[config.mk]
export PLATFORM = sky130hd
export DESIGN_NAME = inst_decode
export DESIGN_NICKNAME = d
export VERILOG_FILES = /design/src/common/ooo_pkg.sv /design/src/logic/inst_decode.sv
export SDC_FILE = /design/constraint.sdc
export NUM_CORES = 1
export LEC_CHECK = 0
export BUFFER_PORTS_ARGS = -buffer_cell sky130_fd_sc_hd__buf_2
export CORE_MARGIN = 2
export CORE_UTILIZATION = 33
export DETAILED_ROUTE_END_ITERATION = 8
export PLACE_DENSITY = 0.95
export SYNTH_ARGS = -nofsm -noshare
export SYNTH_HDL_FRONTEND = slang
export SYNTH_SLANG_ARGS = --single-unit
export TNS_END_PERCENT = 10
[constraint.sdc]
create_clock -name vclk -period 3
set_input_delay 0.6 -clock vclk [all_inputs]
set_output_delay 0.6 -clock vclk [all_outputs]
set_load 0.05 [all_outputs]
[src/common/ooo_pkg.sv]
package ooo_pkg;

    // Datapath and register file sizes
    localparam int XLEN      = 32;
    localparam int NUM_AREGS = 32;
    localparam int NUM_PREGS = 64;                  // Tags 0..31 start mapped, 32..63 start free

    typedef logic [XLEN-1:0]              word_t;   // Register value
    typedef logic [$clog2(NUM_AREGS)-1:0] areg_t;   // Architectural register number
    typedef logic [$clog2(NUM_PREGS)-1:0] preg_t;   // Physical tag, tag 0 is x0

    // ALU operations known to the core
    typedef enum logic [1:0] {
        op_add,
        op_sub,
        op_nop                                      // Unsupported encoding, result is zero
    } alu_op_t;

    // Recognised major opcodes
    localparam logic [6:0] OPC_OP_IMM = 7'b0010011;  // ADDI
    localparam logic [6:0] OPC_OP     = 7'b0110011;  // ADD, SUB

endpackage

[src/logic/inst_decode.sv]
`timescale 1ns/1ps

module inst_decode import ooo_pkg::*; (
    input  word_t   instr,
    output areg_t   rs1,
    output areg_t   rs2,
    output areg_t   rd,
    output word_t   imm,
    output logic    use_imm,
    output alu_op_t op
);

    logic [6:0] opcode;
    logic [2:0] funct3;
    logic [6:0] funct7;

    assign opcode = instr[6:0];
    assign funct3 = instr[14:12];
    assign funct7 = instr[31:25];

    // Unused sources read tag 0, which is always ready
    always_comb begin
        op      = op_nop;                           // Anything unknown commits as a write to x0
        use_imm = 1'b0;
        rs1     = '0;
        rs2     = '0;
        rd      = '0;
        imm     = {{(XLEN-12){instr[31]}}, instr[31:20]};  // I-type immediate, sign extended
        if (opcode == OPC_OP_IMM && funct3 == 3'b000) begin
            op      = op_add;                       // ADDI
            use_imm = 1'b1;
            rs1     = instr[19:15];
            rd      = instr[11:7];
        end else if (opcode == OPC_OP && funct3 == 3'b000) begin
            case (funct7)
                7'b0000000: op = op_add;
                7'b0100000: op = op_sub;
                default:    op = op_nop;
            endcase
            if (op != op_nop) begin
                rs1 = instr[19:15];
                rs2 = instr[24:20];
                rd  = instr[11:7];
            end
        end
    end

endmodule

After elaboration in Yosys (flattened, before gate mapping)
Index checks and enable logic that the tools add are counted.
- register bits: 0
- logic and storage cells: 23
- equal/unequal tests: 4
- mux-type cells: 15
- reductions and logical operators: 4
- operators by type and width (cell ; count):
    2-to-1 mux 5 bit ; 9
    equality test 7 x 6 -> 1 bit (second input constant) ; 2
    2-to-1 mux 2 bit ; 4
    equality test 7 x 5 -> 1 bit (second input constant) ; 1
    zero test 7 bit ; 1
    case mux 2 bit (2 select lines) ; 1
    zero test 3 bit ; 1
    logical AND 1 bit ; 2
    inequality test 2 bit (second input constant) ; 1
    2-to-1 mux 1 bit ; 1

Longest topological paths before layout
- depth in word-level cells: 8
- depth in mapped cells: 4

Worst setup path after synthesis
Ideal clock, no wire load.
- path kind: input port to output port
- start: in instr[26]
- end: out op[0]
- data arrival time: 2262 ps
- data required time: 2400 ps
- path slack: 138 ps
- cell stages on the path: 3
- buffers on the path: 0
- path through: nor4_1 nand2_1 nor3_1
- cells in the longest elaborated chain, start to end: 6
- elaborated cells on any way between the ends: 7
- ends and longest elaborated chain (what ; line ; source):
    start, declared ; inst_decode.sv:4 ; input word_t instr,
    equality test 7 x 6 -> 1 bit / zero test 7 bit (equally long branches) ; inst_decode.sv:35 ; case (funct7)
    case mux 2 bit (2 select lines) (*) ; inst_decode.sv:35 ;
    2-to-1 mux 2 bit (*) ; inst_decode.sv:34 ; end else if (opcode == OPC_OP && funct3 == 3'b000) begin
    2-to-1 mux 2 bit (*) ; inst_decode.sv:29 ; if (opcode == OPC_OP_IMM && funct3 == 3'b000) begin
    2-to-1 mux 2 bit (*) ; inst_decode.sv:34 ;
    2-to-1 mux 2 bit (*) ; inst_decode.sv:29 ;
    end, declared ; inst_decode.sv:10 ; output alu_op_t op
Every way passes the cells marked *; elsewhere a longest branch is shown, timed or not. The select of a mux whose other input is x is not followed.

Final worst setup path
- start: in instr[2]
- end: out op[0]
- cells in the longest elaborated chain, start to end: 4
- elaborated cells on any way between the ends: 6
- ends and longest elaborated chain (what ; line):
    equality test 7 x 6 -> 1 bit ; inst_decode.sv:34
    logical AND 1 bit ; inst_decode.sv:34
    2-to-1 mux 2 bit ; inst_decode.sv:34
    2-to-1 mux 2 bit (*) ; inst_decode.sv:29
Every way passes the cells marked *; elsewhere a longest branch is shown, timed or not.

==> results.md <==
- Vias in the first global route: roughly 510
- Post-route antenna net violation count: 0
- Synthesized area: approximately 530 µm²
- Fin crit period: between 2 and 3 ns
- Layout cell share with drive strength beyond 1: 0.792
- Final setup violation count: 0
- Synth top cells by count: 32 x buf_4, 7 x nand2_1, 7 x nor2_1
- # diodes: 0
- # port buffers: 82
- Cells after Synth: just over 70
- Worst hold endpoint: imm[9]
- RSZ-0062 raised after global routing: false
- Met3 Routed Length: a little under 200 µm
- Seq/Total Area, Yosys: 0
- Worst setup SP type: primary input
- Count leader, synth: buf_4
- Ports: 82
- Gr ovfl total: 0
- Synth cell types: 17
- 1st-iter DRT viols: 4
- Synth warn: 0
- Mapped Nets: roughly 100
- Top cells by area in the synthesized netlist: buf_4 46%, nor3b_2 12%, nor3_2 7.6%
- Period utilization: 0.892
- Detailed-route via count: just over 600
- Final hold vios: 0
- Die footprint: 1930 µm²
- Area delta synth->final: 33.7%
- Syn_area_per_cell: between 7 and 8 µm²
- Slew headroom: 0.731
- All-Layer GR Usage: 0.127
- Core area: 1510 µm²
- Hold crit path type: in2out
- Nets: 154
- Max-cap violations: 0
- # DRC: 0
- Max VDD drop: roughly 0.14 mV
- Crit path DAT: 2.08 ns
- Synth top area share: 0.456
- Routed WL: ~1400 µm
- Die X: approximately 44 µm
- Drt wl/cell: between 10 and 15 µm
- WS Path Type: in2out
- # hold bufs at CTS: 0
- CLK BUF: 0
- Cell row count: 14
- Via/cell ratio: around 4.6
- Placer congestion estimate: 0.778
- Initial Util: 0.350
- WP data required: around 2.4 ns
- Num sequential: 0
- First-pass GRT wire length: between 1500 and 2000 µm
- Postcts setup bufs: 0
- Final Core Density: 0.468
- Pwr dens: just over 200 nW/µm²
- Setup TNS: 0 ns
- Detailed Routing Iterations Pass 1: 4
- Setup crit end kind: output pin
- P_leak: 0.000415 µW
- Max-slew violations: 0
- Antenna violations before repair: 0
- Die Height: approximately 44 µm
- Post_cts resized: 0
- WL met2: 752 µm
- Beginning of the worst hold path: instr[29]
- Cell taking the most area after synthesis: buf_4
- Sequential cell area in the final layout: 0 µm²
- Largest net degree at the start of global routing: 23
- F_max: ~0.37 GHz
- CP max FO: 13
- Worst-Margin Slew: a little over 0.4 ns
- Hold depth: 2
- Top sig layer: met3
- Outcome: finished clean
- Post-Route M1 WL: approximately 440 µm
cell type report:
| class | instances | area [µm²] |
|---|---|---|
| fillers | 150 | 802 |
| repair buffers | 83 | 418 |
| multi-input cells | 36 | 263 |
| well taps | 16 | 20.0 |
| inverters | 1 | 3.75 |
per-layer routing:
metal,up-vias,global-route usage
met5,-,0
met4,0,0.0182
met3,0,0.00417
met2,55,0.271
met1,261,0.136
li1,305,-
logic make-up after synthesis:
kind of cell    after synthesis  synth area share
compound gates                1            0.0143
buf+inv                      36             0.501
simple gates                 35             0.485
per-stage QoR:
stage	instances	total power [µW]	area (µm²)	hold slack, ns	worst slack, ns
floorplan	72	128	527	1.37	0.138
global placement	136	142	704	1.50	0.411
global route	136	150	704	1.51	0.183
detailed placement	136	144	704	1.50	0.312
finish	136	143	704	1.50	0.323
CTS	136	144	704	1.50	0.302
cells in the final DEF (no fill, tap or decap):
cell type	n
nand3_2	1
and4bb_2	1
or2_1	1
nor4b_4	1
buf_4	1
nor4_1	1
buf_2	82
nand2_1	7
nor3_1	2
a21boi_1	1
nand4_1	5
nor3b_2	5
inv_1	1
nor3_2	4
nor2_1	7
power breakdown:
part           internal, µW  switching [µW]
clock                     0               0
combinational          35.2             108
sequential                0               0
total                  35.2             108
worst max-delay path, stage by stage:
cell	delay (ns)
buf_2	0.11
nor4b_4	0.43
nand3_2	0.35
nor3_1	0.28
buf_2	0.29
how the worst max path moves through the flow:
stage,start,endpoint,slack [ns],cells past startpoint
finish,instr[2],op[0],0.32,5
global route,instr[2],op[0],0.18,5
CTS,instr[2],op[0],0.30,5
detailed placement,instr[2],op[0],0.31,5
global placement,instr[2],rs2[4],0.41,5
floorplan,instr[26],op[0],0.14,3
No activity file was read; power rests on OpenSTA's default activity.
