File: config.mk
export PLATFORM = sky130hd
export DESIGN_NAME = rename_table
export DESIGN_NICKNAME = d
export VERILOG_FILES = /design/src/common/ooo_pkg.sv /design/src/rename/rename_table.sv
export SDC_FILE = /design/constraint.sdc
export NUM_CORES = 1
export LEC_CHECK = 0
export BUFFER_PORTS_ARGS = -buffer_cell sky130_fd_sc_hd__buf_2
export CAP_MARGIN = 15
export CORE_MARGIN = 2
export CORE_UTILIZATION = 50
export CTS_CLUSTER_DIAMETER = 120
export DETAILED_ROUTE_END_ITERATION = 7
export GPL_TIMING_DRIVEN = 0
export PLACE_DENSITY = 0.68
export SYNTH_ARGS = -nofsm -noshare
export SYNTH_HDL_FRONTEND = slang
export SYNTH_SLANG_ARGS = --single-unit
File: constraint.sdc
create_clock -name clk -period 6.9 [get_ports clk]
set_input_delay 0.69 -clock clk [delete_from_list [all_inputs] [get_ports clk]]
set_output_delay 0.69 -clock clk [all_outputs]
set_load 0.1 [all_outputs]
File: src/common/ooo_pkg.sv
package ooo_pkg;

    // Datapath and register file sizes
    localparam int XLEN      = 32;
    localparam int NUM_AREGS = 32;
    localparam int NUM_PREGS = 64;                  // Tags 0..31 start mapped, 32..63 start free

    typedef logic [XLEN-1:0]              word_t;   // Register value
    typedef logic [$clog2(NUM_AREGS)-1:0] areg_t;   // Architectural register number
    typedef logic [$clog2(NUM_PREGS)-1:0] preg_t;   // Physical tag, tag 0 is x0

    // ALU operations known to the core
    typedef enum logic [1:0] {
        op_add,
        op_sub,
        op_nop                                      // Unsupported encoding, result is zero
    } alu_op_t;

    // Recognised major opcodes
    localparam logic [6:0] OPC_OP_IMM = 7'b0010011;  // ADDI
    localparam logic [6:0] OPC_OP     = 7'b0110011;  // ADD, SUB

endpackage

File: src/rename/rename_table.sv
`timescale 1ns/1ps

module rename_table import ooo_pkg::*; (
    input  logic  clk,
    input  logic  reset,
    input  areg_t rs1,
    input  areg_t rs2,
    input  areg_t rd,
    input  logic  rename_en,
    input  preg_t new_tag,
    output preg_t src1_tag,
    output preg_t src2_tag,
    output preg_t old_tag
);

    preg_t map_q [NUM_AREGS];                       // Current tag of each architectural register

    // Lookups see the map before this instruction's own update
    assign src1_tag = map_q[rs1];
    assign src2_tag = map_q[rs2];
    assign old_tag  = map_q[rd];                    // Freed when this instruction retires

    always_ff @(posedge clk or posedge reset) begin
        if (reset) begin
            for (int i = 0; i < NUM_AREGS; i++) begin
                map_q[i] <= preg_t'(i);             // Identity map out of reset
            end
        end else if (rename_en && rd != '0) begin
            map_q[rd] <= new_tag;                   // x0 stays on tag 0
        end
    end

endmodule

---- After elaboration in Yosys (flattened, before gate mapping) ----
Cells that the tools add are included.
word-level totals
  input bits .............................. 24
  logic and storage cells ................. 54
  register bits after elaboration ......... 192
operators by class
  reductions and logical operators ........ 3
  $lt $le $gt $ge ......................... 4
  mux-type cells .......................... 12
  bitwise logic cells ..................... 3
operators by type and width
  operator                                                  number
  bitwise mux 192 bit                                       1
  binary-select mux 6 bit (select 5 bit)                    3
  two-way mux 6 bit                                         7
  demux 6 bit (select 5 bit)                                1
  greater-or-equal comparator 6 bit, second input constant  3
  inverter 5 -> 6 bit                                       3
  < comparator 6 x 1 -> 1 bit, second input constant        1
  nonzero test 5 bit                                        1
  logical AND 1 bit                                         2

---- Depth between registers and ports, before layout ----
  depth after elaboration ................. 6
  gate-level depth with buffers ........... 8
  depth with buffers taken out ............ 4

---- Least setup slack after synthesis ----
Ideal clock, no wire load.
  kind .................................... input to output
  from .................................... input port rs1[0]
  to ...................................... output port src1_tag[4]
  cell stages on the path ................. 5
  data arrival time ....................... 4.318 ns
  slack ................................... 1.892 ns
  buffers on the path ..................... 2
  required time ........................... 6.210 ns
  path through ............................ buf_4 -> buf_6 -> mux4_2 -> o22ai_1 -> nor4_1
on the way
  cells in the longest elaborated chain, start to end .. 4
ends and longest elaborated chain
  item                                                  RTL line            RTL
  start, declared                                       rename_table.sv:6   input areg_t rs1,
  inverter 5 -> 6 bit (implied by the code)             rename_table.sv:19  assign src1_tag = map_q[rs1];
  binary-select mux 6 bit (select 5 bit)                rename_table.sv:19
  two-way mux 6 bit (implied by the code) (2 in a row)  rename_table.sv:19
  end, declared                                         rename_table.sv:11  output preg_t src1_tag,
Every way passes these cells. The select of a mux whose other input is x is not followed.

---- Worst setup path after layout ----
  from .................................... input port rd[1]
  to ...................................... output port old_tag[1]
on the way
  cells in the longest elaborated chain, start to end .. 4
ends and longest elaborated chain
  item                                                  RTL line            RTL
  start, declared                                       rename_table.sv:8   input areg_t rd,
  inverter 5 -> 6 bit (implied by the code)             rename_table.sv:21  assign old_tag = map_q[rd];
  binary-select mux 6 bit (select 5 bit)                rename_table.sv:21
  two-way mux 6 bit (implied by the code) (2 in a row)  rename_table.sv:21
  end, declared                                         rename_table.sv:13  output preg_t old_tag
Every way passes these cells. The select of a mux whose other input is x is not followed.

==> key figures <==
Critical path
  • Worst Reg-to-Reg Cells: 1
  • Crit Path Category: in -> out
  • Critical path buffer and inverter count: 4
  • CP Data Arrival Time: 3.27 ns
  • CP required: 6.21 ns
  • Stages on the worst setup path: 8
  • Critical Path Fanout Max: 10
  • CP most frequent cell: buf_2
  • Crit path cell chain: buf_2, buf_2, buf_2, nand4b_1, o22ai_1, nor2_1, o2111ai_1, buf_2
  • Critical-path top delay cell: o22ai_1
  • Worst setup SP type: primary input
  • Worst path max stage delay: 0.55 ns
  • Endpoint type of the worst setup path: output pin
  • Crit path max-delay family: buffers and inverters

Route
  • Routed vias/inst: 7.240
  • Final WL: 41.18 mm
  • DR pass1 iterations: 6
  • First-iteration detailed-routing DRC count: 1493
  • DR WL/cell: 33.67 microns
  • Drt drc: 0
  • Vias: 8854
  • DRT antenna net count: 0

Placement
  • Post-DP HPWL: 28.86 mm
  • Setup WS pre-CTS: 3.208 ns
  • PortBufs: 38
  • Placed cells: 1191
  • Gpl congestion: 1.071

Finish
  • Area Overhead vs Synth: 10.40%
  • Commonest non-fill, non-tap cells in the layout: mux2_2, dfrtp_1, mux4_2, dfstp_2, o22ai_1
  • Max reg flops: 192
  • Post-route insts no fill: 1223
  • Commonest non-fill, non-tap cell in the layout: mux2_2
  • Largest register by flop count: map_q
  • Final net count: 915
  • ANT cells: 0
  • Layout cells sized above 1: 55.09%
  • Top Registers: map_q x192

Floorplan
  • Initial Utilization: 50.65%
  • Total core area: 0.02333 sq mm
  • IO Count: 42
  • Row count: 56
  • Chip height: 157.7 microns
  • Die Area: 0.02488 sq mm
  • Die X: 157.7 microns

Pwr
  • NetSw: 0.001269 W
  • Combinational Power Share: 27.5%
  • Power Internal: 0.002416 W
  • Clock share of power: 28.3%
  • Sequential share of power: 44.3%
  • Pwr/cell area: 282.4 mW/mm^2
  • Peak supply drop: 0.1514 mV
  • LEAKAGE: 5.280 nW
  • Sw Ratio: 34.44%

Synthesis
  • Post-synthesis sequential area ratio: 41.50%
  • YS warnings: 0
  • Cells after Synth: 833
  • Mapped Area: 0.01182 sq mm
  • Netlist cell types: 45
  • Post-synth EDFFs: 0
  • #FFs+latches synth: 192
  • Main synth FF type: dfrtp_1
  • Post-synth ARST share: 100.0%
  • Synthesized Nets: 857
  • Synth Area per Inst: 14.19 sq um

Timing
  • Unrepaired setup endpoints after global routing: no
  • Hold Vio Cnt, Final: 0
  • Rel. slew slack: 23.24%
  • Final slew viol count: 0
  • Setup Skew: 0 ns
  • Tmin final: 3.960 ns
  • Worst-margin pin slew: 1.147 ns
  • Final setup fails: 0
  • Top achievable clock speed: 252.5 MHz
  • Fin worst setup slack: 2.940 ns
  • Period utilization: 57.39%

CTS
  • Hold-fix buffer count after cts: 0
  • Clock slew at reported path FFs: 0.08 ns
  • Root Buffer: clkbuf_16
  • TritonCTS clock tree: done
  • Later-pin clock latency in the skew report: 0.45 ns
  • CTS Sinks: 192
  • Max clock buf depth: 2
  • CTS Buf Count: 17
  • Post-CTS Setup Bufs: 0
  • Level count of the clock H-tree: 4
  • Post-CTS Resized: 0

Global routing
  • Global-route wire length before repair: 59.32 mm
  • Total grt overflow: 0
  • Largest net degree at the start of global routing: 99
  • Vias in the first global route: 8629
  • Total GRT Usage: 34.22%
  • Antenna violations before repair: 0

Job
  • Maxcap violations: 0

Hold path
  • Min-delay worst type: in -> async

Outcome
  • Outcome: finished clean
==> synth_stat cells (2+ instances only) <==
cell type / n / area (sq um)
mux2_2: 186 / 2095
or4b_1: 2 / 20.02
nand3_1: 6 / 30.03
buf_1: 4 / 15.01
buf_6: 4 / 45.04
o22ai_1: 79 / 494.2
nand2_1: 19 / 71.32
or3_1: 2 / 12.51
mux2i_1: 66 / 660.6
dfrtp_1: 112 / 2803
buf_4: 15 / 112.6
mux4_2: 111 / 2500
or3b_2: 4 / 35.03
a22oi_1: 5 / 37.54
clkbuf_1: 28 / 105.1
o2111ai_1: 5 / 43.79
nand4b_1: 3 / 26.28
nor4_1: 12 / 75.07
nor2_1: 33 / 123.9
or4bb_1: 5 / 56.30
nand3b_1: 9 / 67.56
buf_2: 21 / 105.1
dfstp_2: 80 / 2102
==> per-stage QoR <==
stage / cell area [sq um] / utilization, % / hold slack [ns] / power, W / setup TNS (ns)
floorplan: 11820 / - / 0.4580 / 0.002330 / 0
global placement: 12410 / 53.17 / 0.4801 / 0.002592 / -133.37
detailed placement: 12440 / 53.32 / 0.4921 / 0.002625 / 0
CTS: 13050 / 55.91 / 0.3745 / 0.003652 / 0
global route: 13050 / 55.91 / 0.3824 / 0.003790 / 0
finish: 13050 / 55.91 / 0.3234 / 0.003685 / 0
==> per-layer routing <==
metal	global-route usage [%]	wire length, microns
met5	0	0
met4	15.97	2265
met3	9.828	5053
met2	50.99	18290
met1	46.47	15570
==> kinds of logic after synthesis <==
| kind of cell | count (synthesis) | synth area share (%) |
|---|---|---|
| muxes | 363 | 44.47 |
| and+or+nand+nor | 110 | 5.495 |
| AOI/OAI and AO/OA | 95 | 5.262 |
| buffers and inverters | 73 | 3.271 |
| DFF | 192 | 41.50 |
==> final cells by class <==
cell class,instances,area [sq um]
Sequential cell,192,4905
Fill cell,1959,10290
Clock buffer,18,439.2
Timing Repair Buffer,39,217.7
Clock inverter,14,165.2
Inverter,1,11.26
Tap cell,319,399.1
Multi-Input combinational cell,568,6526
Buffer,72,382.9
==> final timing paths <==
| check | startpoint | end | slack (ns) |
|---|---|---|---|
| min in group clk | map_q[187] | map_q[187] | 0.51 |
| max in group asynchronous | reset | map_q[108] | 5.63 |
| setup reg to reg | map_q[172] | map_q[172] | 6.05 |
| setup / recovery | rd[1] | old_tag[1] | 2.94 |
| hold / removal | reset | map_q[54] | 0.32 |
| hold reg to reg | map_q[187] | map_q[187] | 0.51 |
==> power by group through the flow <==
| stage | Clock, W | Combinational (W) | Sequential (W) |
|---|---|---|---|
| finish | 0.00104 | 0.00101 | 0.00163 |
| global route | 0.00109 | 0.00105 | 0.00166 |
| CTS | 0.00104 | 0.000993 | 0.00162 |
| detailed placement | 0 | 0.000990 | 0.00164 |
| global placement | 0 | 0.000974 | 0.00162 |
| floorplan | 0 | 0.000776 | 0.00155 |
Note: power is estimated with default switching activity, not from simulation.
