<file path="src/common/ooo_pkg.sv">
package ooo_pkg;

    // Datapath and register file sizes
    localparam int XLEN      = 32;
    localparam int NUM_AREGS = 32;
    localparam int NUM_PREGS = 64;                  // Tags 0..31 start mapped, 32..63 start free

    typedef logic [XLEN-1:0]              word_t;   // Register value
    typedef logic [$clog2(NUM_AREGS)-1:0] areg_t;   // Architectural register number
    typedef logic [$clog2(NUM_PREGS)-1:0] preg_t;   // Physical tag, tag 0 is x0

    // ALU operations known to the core
    typedef enum logic [1:0] {
        op_add,
        op_sub,
        op_nop                                      // Unsupported encoding, result is zero
    } alu_op_t;

    // Recognised major opcodes
    localparam logic [6:0] OPC_OP_IMM = 7'b0010011;  // ADDI
    localparam logic [6:0] OPC_OP     = 7'b0110011;  // ADD, SUB

endpackage

</file>
<file path="src/rename/free_list.sv">
`timescale 1ns/1ps

module free_list import ooo_pkg::*; (
    input  logic  clk,
    input  logic  reset,
    input  logic  alloc,
    input  logic  release_valid,
    input  preg_t release_tag,
    output logic  empty,
    output preg_t alloc_tag
);

    // At most every tag above the architectural set is free at once
    localparam int DEPTH = NUM_PREGS - NUM_AREGS;
    localparam int PTR_W = $clog2(DEPTH);
    localparam int CNT_W = $clog2(DEPTH + 1);

    preg_t            queue [DEPTH];
    logic [PTR_W-1:0] head;                         // Next tag handed out
    logic [PTR_W-1:0] tail;                         // Slot for the next returned tag
    logic [CNT_W-1:0] count;

    assign empty     = (count == '0);
    assign alloc_tag = queue[head];                 // Valid whenever not empty

    // Depth is a power of two, pointers wrap on their own
    always_ff @(posedge clk or posedge reset) begin
        if (reset) begin
            head  <= '0;
            tail  <= '0;
            count <= CNT_W'(DEPTH);
            for (int i = 0; i < DEPTH; i++) begin
                queue[i] <= preg_t'(NUM_AREGS + i); // Starts with tags 32..63
            end
        end else begin
            if (alloc) head <= head + 1'b1;
            if (release_valid) begin
                queue[tail] <= release_tag;
                tail        <= tail + 1'b1;
            end
            count <= count + CNT_W'(release_valid) - CNT_W'(alloc);  // Both may happen
        end
    end

    // Rename must stall before the list runs dry
    assert property (@(posedge clk) disable iff (reset) alloc |-> !empty)
        else $error("free list allocated while empty");

    // Tag 0 belongs to x0 for good and never returns from retirement
    assert property (@(posedge clk) disable iff (reset) release_valid |-> release_tag != '0)
        else $error("free list got tag 0 back");

endmodule

</file>
<file path="config.mk">
export PLATFORM = sky130hd
export DESIGN_NAME = free_list
export DESIGN_NICKNAME = d
export VERILOG_FILES = /design/src/common/ooo_pkg.sv /design/src/rename/free_list.sv
export SDC_FILE = /design/constraint.sdc
export NUM_CORES = 1
export LEC_CHECK = 0
export CAP_MARGIN = 10
export CORE_ASPECT_RATIO = 0.75
export CORE_MARGIN = 8
export CORE_UTILIZATION = 50
export DETAILED_ROUTE_END_ITERATION = 10
export DONT_BUFFER_PORTS = 1
export GPL_TIMING_DRIVEN = 1
export PLACE_DENSITY = 0.64
export SYNTH_ARGS = -nofsm -noshare
export SYNTH_HDL_FRONTEND = slang
export SYNTH_SLANG_ARGS = --single-unit
</file>
<file path="constraint.sdc">
create_clock -name clk -period 16.95 [get_ports clk]
set_input_delay 1.695 -clock clk [delete_from_list [all_inputs] [get_ports clk]]
set_output_delay 1.695 -clock clk [all_outputs]
set_load 0.02 [all_outputs]
</file>
### Word level (Yosys, flattened, before mapping)

Index checks and enable logic that the tools add are counted.
Widths: inputs -> output; s select.

* bits in registers: 208
* output and inout bits: 7
* word-level logic and storage cells: 52

* add/subtract/negate cells: 4
* order comparisons: 3
* muxes and demuxes: 6
* bitwise operators: 2
* reduce and logical (&&, ||, !) cells: 2

Operators by type and width (count)
* $bwmux 192: 1
* $bmux 6 s5: 1
* $demux 6 s5: 1
* $mux 6: 3
* $ge 6x6->1 const B: 2
* $not 5->6: 2
* $add 5x1->5 const B: 2
* $add 6x1->6: 1
* $logic_not 6->1: 1
* $lt 6x1->1 const B: 1
* $sub 6x1->6: 1
* $logic_and 1x1->1: 1

### Logic depth before layout (Yosys ltp)

* depth after elaboration: 6
* depth in mapped cells: 9

### Least setup slack after synthesis

OpenSTA, ideal clock, no wires.

* path type: register to output
* start point: register head[0]
* end point: output port alloc_tag[4]
* arrival: 1.690 ns
* required time: 15.255 ns
* setup slack: 13.565 ns
* stages on the path, launching flop included: 8
* cell sequence: dfrtp_1 > buf_6 > buf_8 > buf_6 > buf_4 > nor4_1 > nor4_1 > a31oi_1

* word-level cells in the longest chain between the ends: 4

Ends and longest elaborated chain
* from (decl): RTL line free_list.sv:19 `logic [PTR_W-1:0] head;`
* from (signal assigned): RTL line free_list.sv:36 `if (alloc) head <= head + 1'b1;`
* $not 5->6 (not written as such): RTL line free_list.sv:24 `assign alloc_tag = queue[head];`
* $bmux 6 s5: RTL line free_list.sv:24
* $mux 6 (not written as such) (2 in a row): RTL line free_list.sv:24
* to (decl): RTL line free_list.sv:10 `output preg_t alloc_tag`

Every way passes these cells. The select of a mux whose other input is x is not followed.

### Final worst setup path

* start point: register head[0]
* end point: output port alloc_tag[5]

Same word-level chain as after synthesis.

==> impl_summary.md <==
Floorplan
The width of the die is 178.4 um. For this design the top-level I/O count stands at 17. For this configuration, the core starts out at a cell density of 0.5106.

The core footprint is 19380 um^2. The number of placement rows is 44. The full die area is 24590 um^2. The floorplan die height is 137.8 um.

Timing
For this run, the top clock speed supported by timing is 204.8 MHz. The smallest clock period supported by the final layout is computed as 4.883 ns. The sum of negative setup slack is 0 ns. The max-slew violation count was 0. The hold violation count in the final report is 0.

The relative max-transition margin is 0.2486. At the pin with the least slew margin, the transition time is 1.127 ns. The total setup violations reported at the end of the flow is 0.

The clock arrives with 0.007539 ns of skew. The final worst-path cycle share is 0.2881. Setup repair after global routing left no endpoint under its margin.

Yosys
The Yosys warning count is 0. After synthesis, the netlist uses 42 different library cells. The count of flip-flops with a built-in enable after synthesis is 0. Among all flip-flop cells after synthesis, the most frequent one is sky130_fd_sc_hd__dfstp_2. The post-synth net total is 685. After synthesis the netlist holds a flip-flop and latch count of 208.

The fraction of synthesis flops using an asynchronous set or reset pin is 1.000. Averaged over all synthesized cells, the footprint is 14.97 um^2. The synthesized netlist cell count is 661. The share of the Yosys chip area taken by registers is 0.5403. The summed instance area of the synthesized netlist is 9894 um^2.

Route
In this run the remaining antenna-violating nets after routing total 0. The detailed router placed 5576 vias in this run. The number of design rule violations left after detail routing is 0. In the routed layout, each cell is associated on average with a via count of 6.121.

The total met3 wirelength after detailed routing is 1242 um. The routed length on met2 is 9891 um. The highest layer touched by signal routing is met4. The overall routed net length is 22080 um. The detailed-route wire length on metal 1 is 10610 um.

The violation count after the first detailed-route iteration is 369. After detailed routing, the average wire length per cell comes to 24.24 um. Before antenna repair, the detailed router went through 5 iterations.

Global route
The pin count of the biggest net entering global routing is 126. Across every metal layer, demand over resource in global routing totals 0.1880. The initial antenna violation count is 0.

The first global-routing pass estimated 35660 um of wire. For this run the aggregate overflow at the end of global routing stands at 0. The number of global-route vias before repair is 6115.

Clock network
The number of buffers added for setup after CTS is 0. The hold buffer count at CTS is 0. Clock-pin slew was measured on the worst setup and hold paths at 0.06 ns. TritonCTS built the clock tree. Clock tree synthesis inserted a total of 22 buffers. The total number of clock tree sinks is 208. The clock insertion delay at the later pin of the skew report is 0.50 ns. The number of gates resized after CTS is 0. The maximum buffer depth of the clock tree is 3. Clock tree synthesis selected as its root buffer the cell sky130_fd_sc_hd__clkbuf_16.

In this run the number of H-tree levels came out at 1.

Setup path
The critical path's slowest cell is sky130_fd_sc_hd__dfrtp_4. The setup check on the worst reg-to-reg path leaves a slack of 14.71 ns. At the worst endpoint, the required time is 15.25 ns. The setup path with the least slack is of type reg2out. The critical path arrival is 3.19 ns. The maximum fanout encountered on the critical timing path is 63. The depth of the most critical reg-to-reg path is 3.

The critical path goes through mux4_1 -> a22o_1 -> a211oi_1 -> a21oi_1. The largest single stage delay on the critical path is 1.16 ns. The start of the worst register-to-register path is tail[4]$_DFFE_PP0P_. The sort of element at the start of the critical path is a flop. The worst setup path is captured at a primary output. The capture instance of the worst register-to-register path is queue[6]$_DFFE_PP0P_.

Power
The cell area power density is 197.3 nW/um^2. VDD sags by at most 92.54 uV. In this run the static leakage power is 0.004492 uW. The total design power is 2118 uW.

Cells and area
Compared with the post-synthesis result, the final layout area differs by 8.472%. The net count of the finished layout is 666. 0 antenna diodes ended up in the layout. The fraction of layout instances using a drive strength above 1 is 0.5790.

Run status
The flow ran to the end, and the final reports show no timing, DRC or antenna violations.

Hold path
In this run the worst hold path is classified as reg2reg. The worst hold path begins at queue[159]$_DFFE_PP0P_. The destination of the worst hold path is queue[159]$_DFFE_PP0P_. Along the worst hold path, the cell count comes to 1.

Place
The total half-perimeter wirelength after legalization and detailed placement is 13930 um. At the end of routability-driven placement, the weighted congestion stood at 0.7985. During placement, the flow inserted port buffers numbering 0.

Flow run
The tool flagged a number of max-cap violations equal to 0.
## cell usage after synthesis, types with 10 or more instances
cell type                  instances  area share
sky130_fd_sc_hd__mux2_2          193        0.22
sky130_fd_sc_hd__dfstp_2         113        0.30
sky130_fd_sc_hd__dfrtp_1          95        0.24
sky130_fd_sc_hd__mux4_2           27       0.061
sky130_fd_sc_hd__clkbuf_1         25      0.0095
sky130_fd_sc_hd__mux2i_1          24       0.024
sky130_fd_sc_hd__nor2_1           20      0.0076
sky130_fd_sc_hd__ha_1             13       0.016
sky130_fd_sc_hd__nand3_1          13      0.0066
sky130_fd_sc_hd__inv_1            12      0.0046
sky130_fd_sc_hd__a211oi_1         11      0.0083
sky130_fd_sc_hd__nand2_1          10      0.0038
## registers in the layout, summed over array words and instances, names as in the netlist
signal / flops
tail: 5
head: 5
count: 6
queue: 192
## where the power goes
group	internal (uW)	total (uW)	leakage [uW]	switching [uW]
clock	285	480	0.000361	195
combinational	372	687	0.00175	315
sequential	781	950	0.00238	169
## final cells by class
class                           instances  area, um^2
Timing Repair Buffer                    2       15.01
Clock inverter                          9       78.83
Clock buffer                           31       655.6
Multi-Input combinational cell        396        4263
Fill cell                            1540        8646
Inverter                               12       52.55
Tap cell                              253       316.6
Sequential cell                       208        5351
## cells by family (layout without fill, tap and decap cells)
kind of cell | count (synthesis) | count (layout) | synth area share
flip-flops | 208 | 208 | 0.5403
AND/OR/NAND/NOR | 72 | 72 | 0.03933
XOR/XNOR | 11 | 11 | 0.009737
adder cells (fa/ha/maj) | 14 | 14 | 0.01846
multiplexers | 253 | 253 | 0.3293
buffers and inverters | 57 | 54 | 0.02883
AO/OA/AOI/OAI | 46 | 46 | 0.03402
## worst max path at each step
stage / from / to / slack, ns
after floorplan: reset / count[0]$_DFF_PP0_ / 9.76
after global placement: head[0]$_DFFE_PP0P_ / alloc_tag[5] / 12.59
after detailed placement: head[0]$_DFFE_PP0P_ / alloc_tag[5] / 12.55
after CTS: head[0]$_DFFE_PP0P_ / alloc_tag[5] / 12.00
after global routing: head[0]$_DFFE_PP0P_ / alloc_tag[5] / 11.90
final: head[0]$_DFFE_PP0P_ / alloc_tag[5] / 12.07
## per-layer routing
layer | vias up | GRT usage
met4 | 0 | 0.03710
met3 | 23 | 0.03889
li1 | 2432 | -
met1 | 2987 | 0.2752
met2 | 134 | 0.2863
met5 | - | 0
## critical path: cells and delay by family (launching register included)
kind	cells	cell delay [ns]
DFF	1	1.16
AOI/OAI and AO/OA	3	0.83
muxes	1	0.66
## cells in the final DEF, fill, tap and decap left out, types with 6 or more instances in the layout
cell / Yosys / routed
sky130_fd_sc_hd__xnor2_1: 6 / 6
sky130_fd_sc_hd__a21oi_1: 7 / 7
sky130_fd_sc_hd__mux2i_1: 24 / 24
sky130_fd_sc_hd__clkbuf_16: 0 / 23
sky130_fd_sc_hd__inv_1: 12 / 11
sky130_fd_sc_hd__nor2_1: 20 / 20
sky130_fd_sc_hd__nand2_1: 10 / 10
sky130_fd_sc_hd__a22o_1: 6 / 6
sky130_fd_sc_hd__a211oi_1: 11 / 11
sky130_fd_sc_hd__nand3_1: 13 / 13
sky130_fd_sc_hd__mux2_2: 193 / 193
sky130_fd_sc_hd__nor3_2: 6 / 6
sky130_fd_sc_hd__ha_1: 13 / 13
sky130_fd_sc_hd__dfstp_2: 113 / 113
sky130_fd_sc_hd__mux4_2: 27 / 27
sky130_fd_sc_hd__nand4_1: 6 / 6
sky130_fd_sc_hd__mux4_1: 9 / 9
sky130_fd_sc_hd__o221ai_1: 6 / 6
sky130_fd_sc_hd__dfrtp_1: 95 / 93
## per-stage QoR
stage | area, um^2 | setup WS, ns | hold slack (ns) | cells | util
2_1_floorplan | 9894 | 9.761 | 0.4704 | 661 | -
3_3_place_gp | 9998 | 12.59 | 0.4814 | 871 | 0.5159
3_5_place_dp | 9998 | 12.55 | 0.4841 | 871 | 0.5159
4_1_cts | 10730 | 12.00 | 0.4981 | 911 | 0.5538
5_1_grt | 10730 | 11.90 | 0.5185 | 911 | 0.5538
6_report | 10730 | 12.07 | 0.5036 | 911 | 0.5538
Power figures use the tool's default switching activity.
