### src/common/ooo_pkg.sv
package ooo_pkg;

    // Datapath and register file sizes
    localparam int XLEN      = 32;
    localparam int NUM_AREGS = 32;
    localparam int NUM_PREGS = 64;                  // Tags 0..31 start mapped, 32..63 start free

    typedef logic [XLEN-1:0]              word_t;   // Register value
    typedef logic [$clog2(NUM_AREGS)-1:0] areg_t;   // Architectural register number
    typedef logic [$clog2(NUM_PREGS)-1:0] preg_t;   // Physical tag, tag 0 is x0

    // ALU operations known to the core
    typedef enum logic [1:0] {
        op_add,
        op_sub,
        op_nop                                      // Unsupported encoding, result is zero
    } alu_op_t;

    // Recognised major opcodes
    localparam logic [6:0] OPC_OP_IMM = 7'b0010011;  // ADDI
    localparam logic [6:0] OPC_OP     = 7'b0110011;  // ADD, SUB

endpackage

### src/issue/reservation_station.sv
`timescale 1ns/1ps

module reservation_station import ooo_pkg::*; #(
    parameter int RS_DEPTH = 8
) (
    input  logic    clk,
    input  logic    reset,
    input  logic    insert,
    input  alu_op_t op,
    input  preg_t   src1_tag,
    input  preg_t   src2_tag,
    input  logic    src1_ready,
    input  logic    src2_ready,
    input  logic    use_imm,
    input  word_t   imm,
    input  preg_t   dest_tag,
    input  logic    cdb_valid,
    input  preg_t   cdb_tag,
    output logic    full,
    output logic    issue_valid,
    output alu_op_t issue_op,
    output preg_t   issue_src1_tag,
    output preg_t   issue_src2_tag,
    output logic    issue_use_imm,
    output word_t   issue_imm,
    output preg_t   issue_dest_tag
);

    localparam int IDX_W = $clog2(RS_DEPTH);
    localparam int CNT_W = $clog2(RS_DEPTH + 1);

    // Collapsing queue where entry 0 is the oldest and live entries sit below count
    alu_op_t             e_op   [RS_DEPTH];
    preg_t               e_tag1 [RS_DEPTH];
    preg_t               e_tag2 [RS_DEPTH];
    word_t               e_imm  [RS_DEPTH];
    preg_t               e_dest [RS_DEPTH];
    logic [RS_DEPTH-1:0] e_rdy1;
    logic [RS_DEPTH-1:0] e_rdy2;
    logic [RS_DEPTH-1:0] e_use_imm;
    logic [RS_DEPTH-1:0] rdy1_now;                  // Ready bits including this cycle's bus
    logic [RS_DEPTH-1:0] rdy2_now;
    logic [CNT_W-1:0]    count;
    logic [CNT_W-1:0]    ins_idx;                   // Slot after the issued entry closes up
    logic [IDX_W-1:0]    sel;

    // Scan from the top so the lowest ready index wins
    always_comb begin
        issue_valid = 1'b0;
        sel         = '0;
        for (int i = RS_DEPTH - 1; i >= 0; i--) begin
            rdy1_now[i] = e_rdy1[i] || (cdb_valid && cdb_tag == e_tag1[i]);
            rdy2_now[i] = e_rdy2[i] || (cdb_valid && cdb_tag == e_tag2[i]);
            if (i < int'(count) && rdy1_now[i] && rdy2_now[i]) begin
                issue_valid = 1'b1;
                sel         = IDX_W'(i);
            end
        end
    end

    assign ins_idx = count - CNT_W'(issue_valid);
    assign full    = (count == CNT_W'(RS_DEPTH));

    assign issue_op       = e_op[sel];
    assign issue_src1_tag = e_tag1[sel];
    assign issue_src2_tag = e_tag2[sel];
    assign issue_use_imm  = e_use_imm[sel];
    assign issue_imm      = e_imm[sel];
    assign issue_dest_tag = e_dest[sel];

    always_ff @(posedge clk or posedge reset) begin
        if (reset) count <= '0;
        else       count <= count + CNT_W'(insert) - CNT_W'(issue_valid);
    end

    // Entry contents are only meaningful below count
    always_ff @(posedge clk) begin
        int nxt;
        for (int i = 0; i < RS_DEPTH; i++) begin
            nxt = (i < RS_DEPTH - 1) ? i + 1 : i;
            if (insert && CNT_W'(i) == ins_idx) begin
                e_op[i]      <= op;                 // New youngest entry
                e_tag1[i]    <= src1_tag;
                e_tag2[i]    <= src2_tag;
                e_rdy1[i]    <= src1_ready;
                e_rdy2[i]    <= src2_ready;
                e_use_imm[i] <= use_imm;
                e_imm[i]     <= imm;
                e_dest[i]    <= dest_tag;
            end else if (issue_valid && i >= int'(sel)) begin
                e_op[i]      <= e_op[nxt];          // Close the gap and keep age order
                e_tag1[i]    <= e_tag1[nxt];
                e_tag2[i]    <= e_tag2[nxt];
                e_rdy1[i]    <= rdy1_now[nxt];
                e_rdy2[i]    <= rdy2_now[nxt];
                e_use_imm[i] <= e_use_imm[nxt];
                e_imm[i]     <= e_imm[nxt];
                e_dest[i]    <= e_dest[nxt];
            end else begin
                e_rdy1[i] <= rdy1_now[i];           // Wakeup in place
                e_rdy2[i] <= rdy2_now[i];
            end
        end
    end

    // An issued entry leaves at the next edge and never issues twice
    assert property (@(posedge clk) disable iff (reset)
        issue_valid |=> !(issue_valid && issue_dest_tag == $past(issue_dest_tag)))
        else $error("reservation station issued the same entry twice");

endmodule

### config.mk
export PLATFORM = sky130hd
export DESIGN_NAME = reservation_station
export DESIGN_NICKNAME = d
export VERILOG_FILES = /design/src/common/ooo_pkg.sv /design/src/issue/reservation_station.sv
export SDC_FILE = /design/constraint.sdc
export NUM_CORES = 1
export LEC_CHECK = 0
export BUFFER_PORTS_ARGS = -buffer_cell sky130_fd_sc_hd__buf_2
export CAP_MARGIN = 10
export CORE_AREA = 2 2 201 203
export CTS_CLUSTER_SIZE = 16
export DETAILED_ROUTE_END_ITERATION = 10
export DIE_AREA = 0 0 203 205
export PLACE_DENSITY = 0.81
export SYNTH_ARGS = -nofsm -noshare
export SYNTH_HDL_FRONTEND = slang
export SYNTH_SLANG_ARGS = --single-unit
### constraint.sdc
create_clock -name clk -period 22.2 [get_ports clk]
set_input_delay 3.33 -clock clk [delete_from_list [all_inputs] [get_ports clk]]
set_output_delay 3.33 -clock clk [all_outputs]
set_load 0.02 [all_outputs]
== Word level (Yosys, flattened, before mapping) ==
Memories as Yosys holds them, arrays and structs flattened.
Cells that the tools add are included.
Cells by class
  bitwise logic cells: 40
  shifts and indexed selects: 0
  magnitude comparators: 16
  divide/modulo/power cells: 0
  reduce and logical (&&, ||, !) cells: 71
  $mul: 0
  equality and inequality tests: 24
  muxes and demuxes: 142
  add/subtract/negate cells: 3
Operators with widths (count)
  2-to-1 mux 32 bit: 8
  2-to-1 mux 6 bit: 24
  == test 6 bit: 16
  2-to-1 mux 1 bit: 93
  logical AND 1 bit: 47
  OR 1 bit: 40
  2-to-1 mux 3 bit: 8
  == test 3 x 4 -> 1 bit, first input constant: 4
  logical OR 1 bit: 16
  less-than comparator 3 x 4 -> 1 bit, first input constant: 4
  2-to-1 mux 2 bit: 8
  nonzero test 2 bit: 7
  >= comparator 3 bit, first input constant: 3
  == test 2 x 4 -> 1 bit, first input constant: 2
  less-than comparator 1 x 4 -> 1 bit, first input constant: 2
  less-than comparator 2 x 4 -> 1 bit, first input constant: 2
  subtractor 4 x 1 -> 4 bit: 2
  >= comparator 1 x 3 -> 1 bit, first input constant: 2
  >= comparator 2 x 3 -> 1 bit, first input constant: 2
  adder 4 x 1 -> 4 bit: 1
  == test 1 x 4 -> 1 bit, first input constant: 1
  == test 4 bit, second input constant: 1
  logical NOT 4 bit: 1
  less-than comparator 3 x 4 -> 1 bit, second input constant: 1
  binary-select mux 1 bit (select 3 bit): 1
Word-level totals
  ROM bits: 0
  bits of input ports: 65
  memories kept: 5
  register bits: 28
  latch bits: 0
  output and inout bits: 55
  memory bits (writable): 416
  logic and storage cells: 312
Memories
  e_imm: words 8, width 32, read ports 8, clocked after Yosys merged registers in 0, write ports 8, RTL line reservation_station.sv:36  | word_t e_imm [RS_DEPTH];
  e_dest: words 8, width 6, read ports 8, clocked after Yosys merged registers in 0, write ports 8, RTL line reservation_station.sv:37  | preg_t e_dest [RS_DEPTH];
  e_tag1: words 8, width 6, read ports 9, clocked after Yosys merged registers in 0, write ports 8, RTL line reservation_station.sv:34  | preg_t e_tag1 [RS_DEPTH];
  e_tag2: words 8, width 6, read ports 9, clocked after Yosys merged registers in 0, write ports 8, RTL line reservation_station.sv:35  | preg_t e_tag2 [RS_DEPTH];
  e_op: words 8, width 2, read ports 8, clocked after Yosys merged registers in 0, write ports 8, RTL line reservation_station.sv:33  | alu_op_t e_op [RS_DEPTH];

== Longest topological paths before layout ==
  depth after elaboration: 19
  mapped depth: 20
  depth with buffers taken out: 16

== Least setup slack after synthesis ==
Ideal clock, no wire load.
  kind: input port to flip-flop
  start: input port cdb_tag[4]
  end: memory e_dest[7][0] in the netlist's numbering, enable pin
  buffers on the path: 5
  slack: 10.497 ns
  stages on the path: 14
  data required time: 21.610 ns
  arrival time: 11.113 ns
  setup time: 0.590 ns
  cells stage by stage: buf_2 > buf_4 > xor2_1 > nor2_1 > a41o_1 > nand3_1 > nor2b_1 > buf_1 > clkbuf_1 > nand3_1 > ha_1 > ha_1 > clkbuf_1 > nor4_1
RTL lines
  start, declared: RTL line reservation_station.sv:18  | input preg_t cdb_tag,
  end, declared: RTL line reservation_station.sv:37

== Worst setup path in the final report ==
  start: input port cdb_tag[2]
  end: output port issue_src1_tag[2]
Between the ends
  longest elaborated chain between the ends: 14
  elaborated cells between the ends (all ways): 73
  classes of those cells: eq/ne (16); mux (8); reduce/logical (48); memory (1)
Ends and longest elaborated chain
  == test 6 bit: RTL line reservation_station.sv:52  | rdy1_now[i] = e_rdy1[i] || (cdb_valid && cdb_tag == e_tag1[i]);
  logical AND 1 bit: RTL line reservation_station.sv:52
  logical OR 1 bit: RTL line reservation_station.sv:52
  logical AND 1 bit (2 in series): RTL line reservation_station.sv:54  | if (i < int'(count) && rdy1_now[i] && rdy2_now[i]) begin
  2-to-1 mux 3 bit (7 in series): RTL line reservation_station.sv:54
  2-to-1 mux 3 bit (*): RTL line reservation_station.sv:54
  memory (8 x 6 bit) (*)
  end, declared: RTL line reservation_station.sv:22  | output preg_t issue_src1_tag,
Every way passes the cells marked *; elsewhere a longest branch is shown, timed or not.

==> metrics.md <==
| Metric | Value |
|---|---|
| Top cell type's share of synthesized area | `50.4%` |
| Final setup viols | `0` |
| Clk_skew | `0.0231 ns` |
| Startpoint Class | `primary input` |
| Status | `finished, final reports clean` |
| # port buffers | `119` |
| Worst reg2reg path depth | `16` |
| Final Hold Vio Count | `0` |
| Post-route ant nets | `0` |
| Clock transition at path regs | `0.06 ns` |
| Reg-to-reg endpoint | `e_tag1[6][5]` |
| Distinct cells, synth | `56` |
| Leading area contributor after synthesis | `edfxtp_1` |
| Share of layout cells above drive strength 1 | `30.6%` |
| Worst skew pair latency | `0.59 ns` |
| Reg2reg start | `count[2]` |
| Num rows | `73` |
| Tot GR Track Use | `36.8%` |
| Buffers & Inverters on Critical Path | `4` |
| Reg2Reg Setup Slack | `15.16 ns` |
| Post-CTS setup buffers | `0` |
| Vias in the first global route | `19080` |
| Final slew viol count | `0` |
| CTS resizes | `0` |
| Prevailing post-synth register cell | `edfxtp_1` |
| Core area | `39400 µm²` |
| GPL Wtd Cong | `0.909` |
| Fin crit period | `11.68 ns` |
| H-tree Lvls | `2` |
| Async set-or-reset flop fraction in the synthesized netlist | `0.901%` |
| Post-synth EDFFs | `424` |
| 1st-iter DRT viols | `3018` |
| Nets | `2034` |
| Die Area | `41600 µm²` |
| Gr ovfl total | `0` |
| Final WL | `77700 µm` |
| Achievable frequency | `0.0856 GHz` |
| Worst-margin pin slew | `1.25 ns` |
| Total CTS buffers | `47` |
| Most frequent cell after synthesis | `edfxtp_1` |
| Largest net degree at the start of global routing | `158` |
| Vias per std cell | `7.73` |
| Root Buffer | `clkbuf_16` |
| CP max stage delay | `0.92 ns` |
| Initial Util | `64.2%` |
| Slowest stage cell, crit path | `buf_4` |
| Post-Synthesis Cells | `1980` |
| TritonCTS clock tree | `done` |
| Syn Nets | `2057` |
| Synth-to-layout area growth | `8.68%` |
| Hold endpoint | `e_imm[5][17]` |
| DIE HEIGHT | `205 µm` |
| Synthesis-stage register bit count | `444` |
| Final setup TNS | `0 ns` |
| Max Cap Viol | `0` |
| Worst Path Required | `18.87 ns` |
| Synth Cell Area | `25300 µm²` |
| Post-synth top cells | `424 x edfxtp_1, 318 x mux2_2, 140 x clkbuf_1, 108 x a31oi_1, 108 x nand4_1` |
| Hold Buf Count CTS | `0` |
| Hold Path Class | `reg2reg` |
| Hold depth | `1` |
| Sequential share of the synthesized area | `52.0%` |
| Ys Warns | `0` |
| Slew headroom | `16.8%` |
| First-pass GRT wire length | `117000 µm` |
| Arrival @ worst endpoint | `8.35 ns` |
| Post-route DRC | `0` |
| Clock Tree Buf Depth | `3` |
| Detailed Routing Iterations Pass 1 | `6` |
| Synth area leaders | `edfxtp_1 50%, mux2_2 14%, o31ai_1 3.1%` |
| Family with the most delay on the worst path | `buffers and inverters` |
| Critical Path End Type | `output port` |
| Kind of critical path | `in2out` |
| Avg Inst Size Synth | `12.8 µm²` |
| Hold Path Origin | `e_imm[6][17]` |
| IO Count | `120` |
| Critical path fanouts, max | `86` |
| RSZ-0062 raised after global routing | `no` |
| DPL Wire Length | `39200 µm` |
| Vias | `19457` |
| CTS sink cnt | `444` |
| Critical-path cell list | `buf_2 > xnor2_1 > nand4_1 > o41ai_2 > and2_0 > a2111o_2 > buf_4 > buf_4 > nand4_1 > a211o_1 > nand4b_1 > buf_2` |
| Fin crit share | `52.6%` |
| Die extent in x | `203 µm` |
| WL/cell | `30.9 µm` |
| Initial antenna violation count | `4` |
placed cells by master, fill, tap and decap left out, types with 4 or more instances in the layout:
master,count
edfxtp_1,424
mux2_2,318
buf_2,119
nand4_1,108
a31oi_1,108
o31ai_1,106
xor2_1,76
nor3_1,68
nor4_1,55
o311a_1,53
a21o_1,53
a211o_1,53
nand4b_1,53
mux2_4,50
clkbuf_16,49
nor2_1,28
buf_4,26
xnor2_1,25
nand2_1,24
dfxtp_1,16
inv_1,15
o21ai_0,14
a21oi_1,13
ha_1,11
clkinv_1,11
clkbuf_1,10
a41o_1,8
and3_1,8
mux2_1,7
nand3_1,6
a41oi_1,5
clkinv_2,5
nand2_4,4
mux2i_1,4
dfrtp_1,4
metal layers:
layer,vias to the layer above,global-route usage (%),share of wire (%)
li1,7966,-,-
met5,-,0,0.021
met3,258,7.92,13
met4,2,17.8,4.5
met1,9527,51.5,37
met2,1704,54.8,45
through the flow:
step / setup WS [ns] / util, % / hold WS (ns) / instance area [µm²] / instances
2_1_floorplan: 10.50 / - / 0.516 / 25300 / 1980
3_3_place_gp: 10.92 / 66.1 / 0.544 / 26000 / 2433
3_5_place_dp: 10.76 / 66.1 / 0.558 / 26000 / 2433
4_1_cts: 10.73 / 69.8 / 0.574 / 27500 / 2515
5_1_grt: 10.33 / 69.8 / 0.588 / 27500 / 2517
6_report: 10.52 / 69.8 / 0.573 / 27500 / 2517
how the worst max path moves through the flow:
stage                    start                end  slack [ns]  cells after the start
finish              cdb_tag[2]  issue_src1_tag[2]       10.52                     12
global route        cdb_tag[4]  issue_src1_tag[2]       10.33                     12
CTS                 cdb_tag[2]  issue_src2_tag[5]       10.73                     12
detailed placement  cdb_tag[2]  issue_src2_tag[5]       10.76                     12
global placement    cdb_tag[4]  issue_src2_tag[5]       10.92                     12
floorplan           cdb_tag[4]       e_dest[7][0]       10.50                     14
final cells by class:
cell class                 instances  area [µm²]
tap                              525         657
clock buffer                      61        1290
clock inverter                    21         171
multi-input combinational       1302       11300
antenna                            2        5.00
sequential                       444       13200
fill                            2631       11900
inverter                          15        56.3
timing repair buffer             147         831
cells by family after synthesis:
kind of cell / synth area share (%)
buffers and inverters: 4.05
DFF: 52.0
and+or+nand+nor: 8.97
AOI/OAI and AO/OA: 13.2
xor gates and xnor gates: 3.50
muxes: 17.6
adders and majority gates: 0.624
registers in the layout, indices dropped and copies added, names as in the netlist:
register / count
e_op: 16
e_imm: 256
e_dest: 48
e_rdy2: 8
e_use_imm: 8
e_rdy1: 8
e_tag2: 48
count: 4
e_tag1: 48
Power is left out: the tool's default activity adds up to more than one toggle a clock period on the data nets, which glitch-free logic cannot reach.
